$ cat config.mk
export PLATFORM = sky130hd
export DESIGN_NAME = vram_subsys_top
export DESIGN_NICKNAME = d
export VERILOG_FILES = /design/src/verilog/vram_pkg.sv /design/src/verilog/vram_storage.sv /design/src/verilog/vram_arbiter.sv /design/src/verilog/vram_client_port.sv /design/src/verilog/vram_subsys_top.sv
export SDC_FILE = /design/constraint.sdc
export NUM_CORES = 1
export LEC_CHECK = 0
export ABC_AREA = 1
export BUFFER_PORTS_ARGS = -buffer_cell sky130_fd_sc_hd__buf_4
export CORE_AREA = 2 2 271 273
export DETAILED_ROUTE_END_ITERATION = 8
export DIE_AREA = 0 0 273 275
export GPL_ROUTABILITY_DRIVEN = 0
export PLACE_DENSITY = 0.63
export SETUP_SLACK_MARGIN = 0.1
export SYNTH_ARGS = -nofsm -noshare
export SYNTH_HDL_FRONTEND = slang
export SYNTH_HIERARCHICAL = 1
export SYNTH_SLANG_ARGS = --single-unit
$ cat constraint.sdc
create_clock -name vram_clock -period 3.58 [get_ports vram_clock]
set_input_delay 0.537 -clock vram_clock [delete_from_list [all_inputs] [get_ports vram_clock]]
set_output_delay 0.537 -clock vram_clock [all_outputs]
set_load 0.02 [all_outputs]
$ cat src/verilog/vram_pkg.sv
// sizes and field types of the shared register RAM, referenced by scoped name from RTL and testbench
package vram_pkg;

    // ==========================================================
    // array geometry
    // ==========================================================

    localparam int VRAM_WIDTH    = 32;
    localparam int VRAM_DEPTH    = 16;
    localparam int VRAM_ADDR_W   = $clog2(VRAM_DEPTH);
    localparam int VRAM_BE_COUNT = 4;

    // one lane per byte enable
    localparam int VRAM_BWIDTH   = VRAM_WIDTH / VRAM_BE_COUNT;

    // ==========================================================
    // clients
    // ==========================================================

    localparam int NUM_CLIENTS   = 2;
    localparam int CLIENT_ID_W   = $clog2(NUM_CLIENTS);

    // ==========================================================
    // field types
    // ==========================================================

    typedef logic [VRAM_WIDTH-1:0]    vram_data_t;
    typedef logic [VRAM_ADDR_W-1:0]   vram_addr_t;
    typedef logic [VRAM_BE_COUNT-1:0] vram_be_t;

    // index of a client, also the round-robin pointer
    typedef logic [CLIENT_ID_W-1:0]   client_id_t;

endpackage

$ cat src/verilog/vram_storage.sv
// byte-lane flop array with reset clear, combinational read and snapshot, used under the arbiter
`timescale 1ns/100ps

module vram_storage (
    input  logic                                             vram_clock,
    input  logic                                             sync_reset_enable_int,
    input  logic                                             write_enable,
    input  vram_pkg::vram_addr_t                             write_address,
    input  vram_pkg::vram_data_t                             write_data,
    input  vram_pkg::vram_be_t                               write_byte_enable,
    input  vram_pkg::vram_addr_t                             read_address,
    output vram_pkg::vram_data_t                             read_data,
    output vram_pkg::vram_data_t                             write_data_flopped,
    output logic [vram_pkg::VRAM_WIDTH*vram_pkg::VRAM_DEPTH-1:0] data_memory
);

    // storage split into byte lanes
    logic [vram_pkg::VRAM_BWIDTH-1:0] mem
        [vram_pkg::VRAM_DEPTH][vram_pkg::VRAM_BE_COUNT];

    vram_pkg::vram_data_t write_data_final;
    vram_pkg::vram_be_t   lane_enable;
    logic                 entry_select [vram_pkg::VRAM_DEPTH];

    // ==========================================================
    // write side
    // ==========================================================

    // reset turns every lane of every entry on with zero data
    always_comb begin
        if (sync_reset_enable_int) begin
            write_data_final = '0;
            lane_enable      = '1;
        end else begin
            write_data_final = write_data;
            lane_enable      = write_enable ? write_byte_enable : '0;
        end
    end

    // address decode, all entries selected while in reset
    always_comb begin
        for (int d = 0; d < vram_pkg::VRAM_DEPTH; d++) begin
            entry_select[d] = sync_reset_enable_int ||
                              (write_address == vram_pkg::vram_addr_t'(d));
        end
    end

    always_ff @(posedge vram_clock) begin
        for (int d = 0; d < vram_pkg::VRAM_DEPTH; d++) begin
            for (int b = 0; b < vram_pkg::VRAM_BE_COUNT; b++) begin
                if (entry_select[d] && lane_enable[b]) begin
                    mem[d][b] <= write_data_final[b*vram_pkg::VRAM_BWIDTH +: vram_pkg::VRAM_BWIDTH];
                end
            end
        end
    end

    // copy of the accepted lanes, visible one cycle after the write
    always_ff @(posedge vram_clock) begin
        for (int b = 0; b < vram_pkg::VRAM_BE_COUNT; b++) begin
            if (lane_enable[b]) begin
                write_data_flopped[b*vram_pkg::VRAM_BWIDTH +: vram_pkg::VRAM_BWIDTH] <=
                    write_data_final[b*vram_pkg::VRAM_BWIDTH +: vram_pkg::VRAM_BWIDTH];
            end
        end
    end

    // ==========================================================
    // read side
    // ==========================================================

    always_comb begin
        for (int b = 0; b < vram_pkg::VRAM_BE_COUNT; b++) begin
            read_data[b*vram_pkg::VRAM_BWIDTH +: vram_pkg::VRAM_BWIDTH] = mem[read_address][b];
        end
    end

    // whole array flattened, entry 0 in the low word
    always_comb begin
        for (int d = 0; d < vram_pkg::VRAM_DEPTH; d++) begin
            for (int b = 0; b < vram_pkg::VRAM_BE_COUNT; b++) begin
                data_memory[d*vram_pkg::VRAM_WIDTH + b*vram_pkg::VRAM_BWIDTH +:
                            vram_pkg::VRAM_BWIDTH] = mem[d][b];
            end
        end
    end

    // a write must target a real entry
    assert property (@(posedge vram_clock) disable iff (sync_reset_enable_int)
        write_enable |-> (int'(write_address) < vram_pkg::VRAM_DEPTH))
        else $error("vram write address out of range");

endmodule

$ cat src/verilog/vram_arbiter.sv
// round-robin arbiter between the client ports, drives the storage and steers read returns
`timescale 1ns/100ps

module vram_arbiter (
    input  logic                                 vram_clock,
    input  logic                                 sync_reset_enable_int,
    input  logic [vram_pkg::NUM_CLIENTS-1:0]     pend,
    input  logic [vram_pkg::NUM_CLIENTS-1:0]     pend_wr,
    input  vram_pkg::vram_addr_t                 pend_addr  [vram_pkg::NUM_CLIENTS],
    input  vram_pkg::vram_data_t                 pend_wdata [vram_pkg::NUM_CLIENTS],
    input  vram_pkg::vram_be_t                   pend_be    [vram_pkg::NUM_CLIENTS],
    output logic [vram_pkg::NUM_CLIENTS-1:0]     gnt,
    output logic [vram_pkg::NUM_CLIENTS-1:0]     rsp_valid,
    output vram_pkg::vram_data_t                 rsp_data   [vram_pkg::NUM_CLIENTS],
    output logic                                 write_enable,
    output vram_pkg::vram_addr_t                 write_address,
    output vram_pkg::vram_data_t                 write_data,
    output vram_pkg::vram_be_t                   write_byte_enable,
    output vram_pkg::vram_addr_t                 read_address,
    input  vram_pkg::vram_data_t                 read_data
);

    vram_pkg::client_id_t last_gnt;
    vram_pkg::client_id_t win_id;
    vram_pkg::client_id_t cand;
    logic                 any_gnt;

    // read return stage
    logic                 rsp_valid_q;
    vram_pkg::client_id_t rsp_id_q;
    vram_pkg::vram_data_t rsp_data_q;

    // ==========================================================
    // round-robin selection
    // ==========================================================

    // search starts one past the client granted last
    always_comb begin
        any_gnt = 1'b0;
        win_id  = last_gnt;
        for (int k = 1; k <= vram_pkg::NUM_CLIENTS; k++) begin
            cand = vram_pkg::client_id_t'((int'(last_gnt) + k) % vram_pkg::NUM_CLIENTS);
            if (!any_gnt && pend[cand]) begin
                any_gnt = 1'b1;
                win_id  = cand;
            end
        end
        gnt = '0;
        if (any_gnt) begin
            gnt[win_id] = 1'b1;
        end
    end

    // winner's fields into the array
    always_comb begin
        write_enable      = any_gnt && pend_wr[win_id];
        write_address     = pend_addr[win_id];
        write_data        = pend_wdata[win_id];
        write_byte_enable = pend_be[win_id];
        read_address      = pend_addr[win_id];
    end

    // ==========================================================
    // pointer and read return
    // ==========================================================

    // pointer starts on the last client so client 0 takes the first tie
    always_ff @(posedge vram_clock) begin
        if (sync_reset_enable_int) begin
            last_gnt    <= vram_pkg::client_id_t'(vram_pkg::NUM_CLIENTS - 1);
            rsp_valid_q <= 1'b0;
        end else begin
            if (any_gnt) begin
                last_gnt <= win_id;
            end
            rsp_valid_q <= any_gnt && !pend_wr[win_id];
        end
    end

    always_ff @(posedge vram_clock) begin
        if (any_gnt && !pend_wr[win_id]) begin
            rsp_id_q   <= win_id;
            rsp_data_q <= read_data;
        end
    end

    // only the requester sees the valid
    always_comb begin
        for (int k = 0; k < vram_pkg::NUM_CLIENTS; k++) begin
            rsp_valid[k] = rsp_valid_q && (rsp_id_q == vram_pkg::client_id_t'(k));
            rsp_data[k]  = rsp_data_q;
        end
    end

    assert property (@(posedge vram_clock) disable iff (sync_reset_enable_int)
        $onehot0(gnt))
        else $error("vram arbiter granted more than one client");

    assert property (@(posedge vram_clock) disable iff (sync_reset_enable_int)
        (gnt & ~pend) == '0)
        else $error("vram arbiter granted a client with nothing pending");

endmodule

$ cat src/verilog/vram_client_port.sv
// per-client request holder, presents one pending request to the arbiter and returns the result
`timescale 1ns/100ps

module vram_client_port (
    input  logic                 vram_clock,
    input  logic                 sync_reset_enable_int,
    input  logic                 req,
    input  logic                 wr,
    input  vram_pkg::vram_addr_t addr,
    input  vram_pkg::vram_data_t wdata,
    input  vram_pkg::vram_be_t   be,
    input  logic                 gnt,
    input  logic                 rsp_valid,
    input  vram_pkg::vram_data_t rsp_data,
    output logic                 pend,
    output logic                 pend_wr,
    output vram_pkg::vram_addr_t pend_addr,
    output vram_pkg::vram_data_t pend_wdata,
    output vram_pkg::vram_be_t   pend_be,
    output logic                 busy,
    output logic                 gnt_out,
    output logic                 rvalid,
    output logic [vram_pkg::VRAM_WIDTH-1:0] rdata
);

    logic capture;

    // ==========================================================
    // request holding
    // ==========================================================

    // a strobe while something is pending is dropped
    assign capture = req && !pend;

    always_ff @(posedge vram_clock) begin
        if (sync_reset_enable_int) begin
            pend <= 1'b0;
        end else if (capture) begin
            pend <= 1'b1;
        end else if (gnt) begin
            pend <= 1'b0;
        end
    end

    always_ff @(posedge vram_clock) begin
        if (capture) begin
            pend_wr    <= wr;
            pend_addr  <= addr;
            pend_wdata <= wdata;
            pend_be    <= be;
        end
    end

    // busy from the strobe until the grant cycle ends
    assign busy = req || pend;

    // ==========================================================
    // outward grant and read return
    // ==========================================================

    assign gnt_out = gnt;
    assign rvalid  = rsp_valid;
    assign rdata   = rsp_data;

    assert property (@(posedge vram_clock) disable iff (sync_reset_enable_int)
        gnt |-> pend)
        else $error("vram client port granted while idle");

    // a granted read comes back exactly one cycle later
    assert property (@(posedge vram_clock) disable iff (sync_reset_enable_int)
        (gnt && !pend_wr) |=> rsp_valid)
        else $error("vram read return missing after grant");

endmodule

$ cat src/verilog/vram_subsys_top.sv
// top of the shared register RAM, two client ports through the arbiter into one storage array
`timescale 1ns/100ps

module vram_subsys_top (
    input  logic                 vram_clock,
    input  logic                 sync_reset_enable_int,
    // client 0
    input  logic                 c0_req,
    input  logic                 c0_wr,
    input  vram_pkg::vram_addr_t c0_addr,
    input  vram_pkg::vram_data_t c0_wdata,
    input  vram_pkg::vram_be_t   c0_be,
    output logic                 c0_gnt,
    output logic                 c0_busy,
    output logic                 c0_rvalid,
    output vram_pkg::vram_data_t c0_rdata,
    // client 1
    input  logic                 c1_req,
    input  logic                 c1_wr,
    input  vram_pkg::vram_addr_t c1_addr,
    input  vram_pkg::vram_data_t c1_wdata,
    input  vram_pkg::vram_be_t   c1_be,
    output logic                 c1_gnt,
    output logic                 c1_busy,
    output logic                 c1_rvalid,
    output vram_pkg::vram_data_t c1_rdata,
    // observation
    output logic [vram_pkg::VRAM_WIDTH*vram_pkg::VRAM_DEPTH-1:0] data_memory,
    output vram_pkg::vram_data_t write_data_flopped
);

    logic [vram_pkg::NUM_CLIENTS-1:0] pend;
    logic [vram_pkg::NUM_CLIENTS-1:0] pend_wr;
    logic [vram_pkg::NUM_CLIENTS-1:0] gnt;
    logic [vram_pkg::NUM_CLIENTS-1:0] rsp_valid;
    vram_pkg::vram_addr_t             pend_addr  [vram_pkg::NUM_CLIENTS];
    vram_pkg::vram_data_t             pend_wdata [vram_pkg::NUM_CLIENTS];
    vram_pkg::vram_be_t               pend_be    [vram_pkg::NUM_CLIENTS];
    vram_pkg::vram_data_t             rsp_data   [vram_pkg::NUM_CLIENTS];

    // arbiter to storage
    logic                 write_enable;
    vram_pkg::vram_addr_t write_address;
    vram_pkg::vram_data_t write_data;
    vram_pkg::vram_be_t   write_byte_enable;
    vram_pkg::vram_addr_t read_address;
    vram_pkg::vram_data_t read_data;

    // ==========================================================
    // client ports
    // ==========================================================

    vram_client_port u_port0 (
        .vram_clock            (vram_clock),
        .sync_reset_enable_int (sync_reset_enable_int),
        .req                   (c0_req),
        .wr                    (c0_wr),
        .addr                  (c0_addr),
        .wdata                 (c0_wdata),
        .be                    (c0_be),
        .gnt                   (gnt[0]),
        .rsp_valid             (rsp_valid[0]),
        .rsp_data              (rsp_data[0]),
        .pend                  (pend[0]),
        .pend_wr               (pend_wr[0]),
        .pend_addr             (pend_addr[0]),
        .pend_wdata            (pend_wdata[0]),
        .pend_be               (pend_be[0]),
        .busy                  (c0_busy),
        .gnt_out               (c0_gnt),
        .rvalid                (c0_rvalid),
        .rdata                 (c0_rdata)
    );

    vram_client_port u_port1 (
        .vram_clock            (vram_clock),
        .sync_reset_enable_int (sync_reset_enable_int),
        .req                   (c1_req),
        .wr                    (c1_wr),
        .addr                  (c1_addr),
        .wdata                 (c1_wdata),
        .be                    (c1_be),
        .gnt                   (gnt[1]),
        .rsp_valid             (rsp_valid[1]),
        .rsp_data              (rsp_data[1]),
        .pend                  (pend[1]),
        .pend_wr               (pend_wr[1]),
        .pend_addr             (pend_addr[1]),
        .pend_wdata            (pend_wdata[1]),
        .pend_be               (pend_be[1]),
        .busy                  (c1_busy),
        .gnt_out               (c1_gnt),
        .rvalid                (c1_rvalid),
        .rdata                 (c1_rdata)
    );

    // ==========================================================
    // arbiter and array
    // ==========================================================

    vram_arbiter u_arbiter (
        .vram_clock            (vram_clock),
        .sync_reset_enable_int (sync_reset_enable_int),
        .pend                  (pend),
        .pend_wr               (pend_wr),
        .pend_addr             (pend_addr),
        .pend_wdata            (pend_wdata),
        .pend_be               (pend_be),
        .gnt                   (gnt),
        .rsp_valid             (rsp_valid),
        .rsp_data              (rsp_data),
        .write_enable          (write_enable),
        .write_address         (write_address),
        .write_data            (write_data),
        .write_byte_enable     (write_byte_enable),
        .read_address          (read_address),
        .read_data             (read_data)
    );

    vram_storage u_storage (
        .vram_clock            (vram_clock),
        .sync_reset_enable_int (sync_reset_enable_int),
        .write_enable          (write_enable),
        .write_address         (write_address),
        .write_data            (write_data),
        .write_byte_enable     (write_byte_enable),
        .read_address          (read_address),
        .read_data             (read_data),
        .write_data_flopped    (write_data_flopped),
        .data_memory           (data_memory)
    );

endmodule

==> reports/results.ini, run 1 <==
[sta]
setup_violations=0
rsz0062_at_grt=yes
clock_skew_ns=0.03066
hold_violations=0
fin_crit_sh_pct=94.39
fmax_ghz=0.2959
fin_tns_setup_ns=0
period_needed_ns=3.379
worst_pin_slew_ns=1.119
timing.slew.headroom_pct=25.37
slew_violations=0

[placed_design]
dp_hpwl_um=72530
io_buffers=699
placed_cells=4211

[setup_path]
crit_path_end_kind=register
path_max_fanout=35
crit_required_ns=3.93
worstSetupPathType=reg2reg
arrival_ns=3.73
startpoint_type=register

[die]
die_area_um2=75080
die-width_um=273
ioPinCount=700
fp.coreArea_um2=72340
initial_core_util_pct=39.66
fp.dieH_um=275
std_cell_rows=99

[yosys]
yosys-top-cells-area=edfxtp_1 (69%), nand2_1 (11%), nand3_1 (6.7%)
synthesis.nets=2747
ys_types=22
ys_ff_latch=663
synth_area_leader_cell=edfxtp_1
ys_seq_area_share_pct=69.25
yosysWarnings=6
avgSynthCellArea_um2=10.78
netlist_area_um2=28690
synthCells=2661
synth_top_area_share_pct=68.98

[grt]
grt_pass1_vias=20250
grt_max_degree=140
antenna_found_initial=0
grt_pass1_wl_um=143700
grtUsageTotal_pct=26.61
grt_overflow_total=0

[status]
status=finished clean

[cts]
cts_resized=0
cts_max_level=3
cts_buffers=71
cts_setup_buffers=0
clk_pin_slew_ns=0.06
max-clock-path-buffers=3
tritoncts=yes
cts-root-buf=clkbuf_16
clock-sinks=663
clock_latency_ns=0.62

[detailed_routing]
antenna_left=0
viasPerCell=4.937
dr.pass1.iters=6
vias=21390
drtIter0Drc=2216
wl_per_cell_um=23.86
drcViolationCount=0
drt-total-wl_um=103300

[layout]
area_delta_synth_final_pct=28.40
drive_above_1_share_pct=27.81
fin_nets=3411
final_common_cell=buf_4
final.fill_count=6478
final_cell_mix=buf_4 (809), nand2_1 (805), edfxtp_1 (659)
final_core_util_pct=50.92
num_antenna_cells=0
fin_cells=4332

[power_and_ir_drop]
netSwitchingFraction_pct=31.24
cellPowerDensity_nw_per_um2=609.3
ir_worst_vdd_v=0.0004468
clkPwrFrac_pct=32.7
pwr-share-seq_pct=44.8
p_int_mw=15.43
p_switching_mw=7.011
p_comb_share_pct=22.5
p_leak_nw=16.89

[flow_run]
drv_cap=0

[hold_path]
hp-class=in2reg

critical path: stages (launching register included):
cell	delay (ns)
dfxtp_1	0.46
nand2_2	0.12
o21ai_4	0.11
buf_4	0.29
nand2_1	0.13
nand2_4	0.11
buf_4	0.46
nor2_1	0.19
a21oi_1	0.89
nor2_1	0.11
buf_4	0.23
per-stage QoR:
stage / worst slack [ns] / instance area [um^2] / power [mW] / hold WS (ns)
5_1_grt: 0.06422 / 36840 / 23.25 / 0.06738
3_5_place_dp: 0.2252 / 34540 / 15.25 / 0.5901
4_1_cts: 0.2088 / 36840 / 22.52 / 0.05499
3_3_place_gp: 0.2782 / 34540 / 15.21 / 0.5840
6_report: 0.2007 / 36840 / 22.44 / 0.09182
2_1_floorplan: 0.8381 / 28690 / 13.10 / 0.5157
power by group through the flow:
stage	Sequential, mW	Clock, mW	Combinational (mW)
global placement	10.2	0	4.99
CTS	10.1	7.41	5.05
global route	10.1	7.74	5.41
detailed placement	10.2	0	5.04
floorplan	10.7	0	2.44
finish	10.1	7.34	5.05
repair_timing:
action | CTS | global route
hold buffers | 0 | 0
endpoints found under the hold margin | 0 | 0
setup endpoints to repair | 0 | 25
layout make-up:
cell class	instances	area (um^2)	share of cell area, %
multi-input cells	1328	5562	15.10
flip-flops and latches	663	19870	53.94
well taps	959	1200	3.257
repair buffers	817	6233	16.92
clock inverters	40	435.4	1.182
inverters	444	1680	4.562
clock buffers	81	1857	5.041
final timing paths:
kind,start,to,slack (ns),cells past startpoint
setup / recovery,u_port0/pend,u_storage/mem[8][16],0.20,10
hold / removal,c1_be[1],u_port1/pend_be[1],0.09,1
setup reg to reg,u_port0/pend,u_storage/mem[8][16],0.20,10
hold reg to reg,u_port0/pend_wr,u_arbiter/rsp_valid_q,0.59,3
synthesized netlist by cell type:
library cell,instances
dfxtp_1,4
or2_1,1
inv_2,1
nor2_1,107
o21ai_4,1
buf_12,1
inv_6,1
buf_8,1
inv_1,441
buf_4,115
nor2_2,5
buf_6,35
or2_2,1
nand2_1,809
inv_4,1
buf_2,44
clkbuf_1,12
nand2_2,1
edfxtp_1,659
nand3_1,386
buf_1,18
a21oi_1,17
flip-flops by register name, summed over array words and instances (netlist names), 32 cells and up:
register and flops:
u_arbiter/rsp_data_q 32, u_port0/pend_wdata 32, u_storage/mem 512, u_storage/write_data_flopped 32, u_port1/pend_wdata 32
routing by layer:
layer	routed length, um	GRT usage (%)	share of wire [%]	vias to the layer above
met5	0	0	0	-
met4	2890	8.571	2.8	0
met3	10560	6.398	10	149
met2	48600	42.78	47	1235
met1	41300	35.67	40	10200
li1	-	-	-	9798
cells by family (layout without fill, tap and decap cells):
family / after synthesis / count (layout) / share of synthesized area, %
compound gates: 18 / 18 / 0.3533
buf+inv: 670 / 1382 / 11.50
flops: 663 / 663 / 69.25
simple gates: 1310 / 1310 / 18.89
Note: power is estimated with default switching activity, not from simulation.
==> inputs of run 2 (changes only) <==
--- a/config.mk
+++ b/config.mk
@@ -7,9 +7,9 @@
 export LEC_CHECK = 0
 export ABC_AREA = 1
 export BUFFER_PORTS_ARGS = -buffer_cell sky130_fd_sc_hd__buf_4
-export CORE_AREA = 2 2 271 273
+export CORE_AREA = 2 2 273 275
 export DETAILED_ROUTE_END_ITERATION = 8
-export DIE_AREA = 0 0 273 275
+export DIE_AREA = 0 0 275 277
 export GPL_ROUTABILITY_DRIVEN = 0
 export PLACE_DENSITY = 0.63
 export SETUP_SLACK_MARGIN = 0.1
==> run 2 against run 1 <==
Net effect:
- via count is 1.0% higher
- utilization decreased by 0.74 points
- worst hold slack better by 0.0018 ns
- setup slack gained 0.079 ns
- global-route usage is 0.11 points higher
- sequential share of layout area fell by 0.12 points
- critical path depth is the same
- die area rose by 1.5%
- clock power up 3.8%
- sequential power is essentially flat
- clock skew fell by 0.0089 ns
- critical endpoint is now u_storage/mem[5][29]
==> reports/results.ini, run 2 (same netlist as run 1, synthesis figures left out) <==
[sta]
worst_pin_slew_ns=1.261  ; +0.1419 ns
fin_crit_sh_pct=92.19  ; -2.2 points
rsz0062_at_grt=no
fin_tns_setup_ns=0  ; unchanged
timing.slew.headroom_pct=15.60  ; -9.8 points
period_needed_ns=3.301  ; -0.07877 ns
slew_violations=0  ; unchanged
clock_skew_ns=0.02177  ; -0.008886 ns
setup_violations=0  ; unchanged
setup_ws_ns=0.2795  ; +0.07877 ns
hold_violations=0  ; unchanged
fmax_ghz=0.3030  ; +2.4%
holdWs_ns=0.09358  ; +0.001758 ns

[detailed_routing]
drtIter0Drc=2542  ; +15%
highest_layer=met4
dr_wl_met2_um=48450  ; -0.31%
dr.pass1.iters=8  ; +2
vias=21600  ; +1.0%
drcViolationCount=0  ; unchanged
drt-total-wl_um=104600  ; +1.3%
wl_per_cell_um=24.08  ; +0.94%
viasPerCell=4.971  ; +0.70%
wl_met1_um=41720  ; +1.0%
antenna_left=0  ; unchanged
wl_met3_um=11390  ; +7.9%

[die]
fp.coreArea_um2=73570  ; +1.7%
die-width_um=275  ; +0.73%
std_cell_rows=100  ; +1.0%
die_area_um2=76180  ; +1.5%
fp.dieH_um=277  ; +0.73%
initial_core_util_pct=39.00  ; -0.66 points
ioPinCount=700  ; unchanged

[placed_design]
io_buffers=699  ; unchanged
dp_hpwl_um=73620  ; +1.5%
dp_slack_ns=0.2016  ; -0.02363 ns

[cts]
clock_latency_ns=0.62  ; about the same
clk_pin_slew_ns=0.06  ; about the same
max-clock-path-buffers=3  ; unchanged
cts_setup_buffers=0  ; unchanged
tritoncts=yes
cts_resized=0  ; unchanged
cts-root-buf=clkbuf_16
cts_max_level=3  ; unchanged
hold_buffers=0  ; unchanged
cts_buffers=73  ; +2.8%
clock-sinks=663  ; unchanged

[grt]
grt_overflow_total=0  ; unchanged
grt_pass1_vias=20400  ; +0.73%
antenna_found_initial=1  ; +1
grt_pass1_wl_um=146100  ; +1.7%
grt_max_degree=129  ; -7.9%
grtUsageTotal_pct=26.72  ; +0.11 points

[setup_path]
startpoint_type=register
critPathBufInv=3  ; unchanged
path_max_fanout=36  ; +2.9%
arrival_ns=3.66  ; -0.07 ns
worstPathCellList=nand2_2 -> o21ai_4 -> buf_4 -> nand2_1 -> nand2_2 -> buf_4 -> nor2_1 -> a21oi_1 -> nor2_1 -> buf_4
crit_path_frequent_cell=buf_4
slowest_stage=a21oi_1
crit_required_ns=3.94  ; about the same
worstSetupPathType=reg2reg
cp_top_family=buffers and inverters
critPathMaxStageDelay_ns=0.76  ; -0.13 ns
crit_path_end_kind=register

[layout]
top_register=u_storage/mem
fin_nets=3405  ; -0.18%
drive_above_1_share_pct=27.72  ; -0.092 points
final_cell_mix=nand2_1 (805), buf_4 (801), edfxtp_1 (659)
final_common_cell=nand2_1
largest_reg_flops=512  ; unchanged
num_antenna_cells=0  ; unchanged
final.fill_count=6584  ; +1.6%
area_delta_synth_final_pct=28.69

[power_and_ir_drop]
clkPwrFrac_pct=33.5  ; +0.8 points
p_int_mw=15.64  ; +1.4%
netSwitchingFraction_pct=31.16  ; -0.074 points
ir_worst_vdd_v=0.0004853  ; +8.6%
pwr-share-seq_pct=44.2  ; -0.6 points
p_leak_nw=16.89  ; about the same
cellPowerDensity_nw_per_um2=615.5  ; +1.0%
p_comb_share_pct=22.3  ; -0.2 points
p_switching_mw=7.082  ; +1.0%
power_mw=22.73  ; +1.3%

[status]
status=finished clean

[flow_run]
drv_cap=0  ; unchanged

[hold_path]
hp-class=in2reg

run 2: through the flow:
stage | cells | util (%) | area (um^2)
finish | 4346 | 50.19 | 36920
CTS | 4346 | 50.18 | 36920
global placement | 4213 | 46.90 | 34500
detailed placement | 4213 | 46.90 | 34500
floorplan | 2661 | - | 28690
global route | 4346 | 50.19 | 36920
run 2: cell type report:
type	count	area, um^2	area share, %
Clock inverter	46	470.5	1.274
Tap cell	969	1212	3.284
Sequential cell	663	19870	53.81
Inverter	444	1680	4.551
Multi-Input combinational cell	1328	5573	15.09
Timing Repair Buffer	809	6173	16.72
Clock buffer	87	1943	5.263
run 2: worst paths after layout:
check | startpoint | to | slack (ns) | cells past startpoint
min reg2reg | u_port0/pend | u_port0/pend | 0.62 | 3
max | u_port0/pend | u_storage/mem[5][29] | 0.28 | 10
min | c0_wdata[2] | u_port0/pend_wdata[2] | 0.09 | 1
max reg2reg | u_port0/pend | u_storage/mem[5][29] | 0.28 | 10
run 2: layer usage:
metal | global-route usage (%) | vias to the layer above
met5 | 0 | -
met4 | 8.552 | 0
met3 | 6.616 | 167
met2 | 41.70 | 1306
met1 | 36.62 | 10340
li1 | - | 9794
run 2: power groups by stage:
stage | Combinational [mW] | Sequential [mW] | Clock, mW
CTS | 5.06 | 10.1 | 7.72
global placement | 5.01 | 10.2 | 0
floorplan | 2.44 | 10.7 | 0
detailed placement | 5.05 | 10.2 | 0
finish | 5.06 | 10.1 | 7.62
global route | 5.42 | 10.1 | 8.04
run 2: worst register-to-register path: cells and delay by family (launching register included):
family          cells  cell delay, ns
compound gates      2            0.88
buf+inv             3            1.06
flops               1            0.47
simple gates        5            0.63
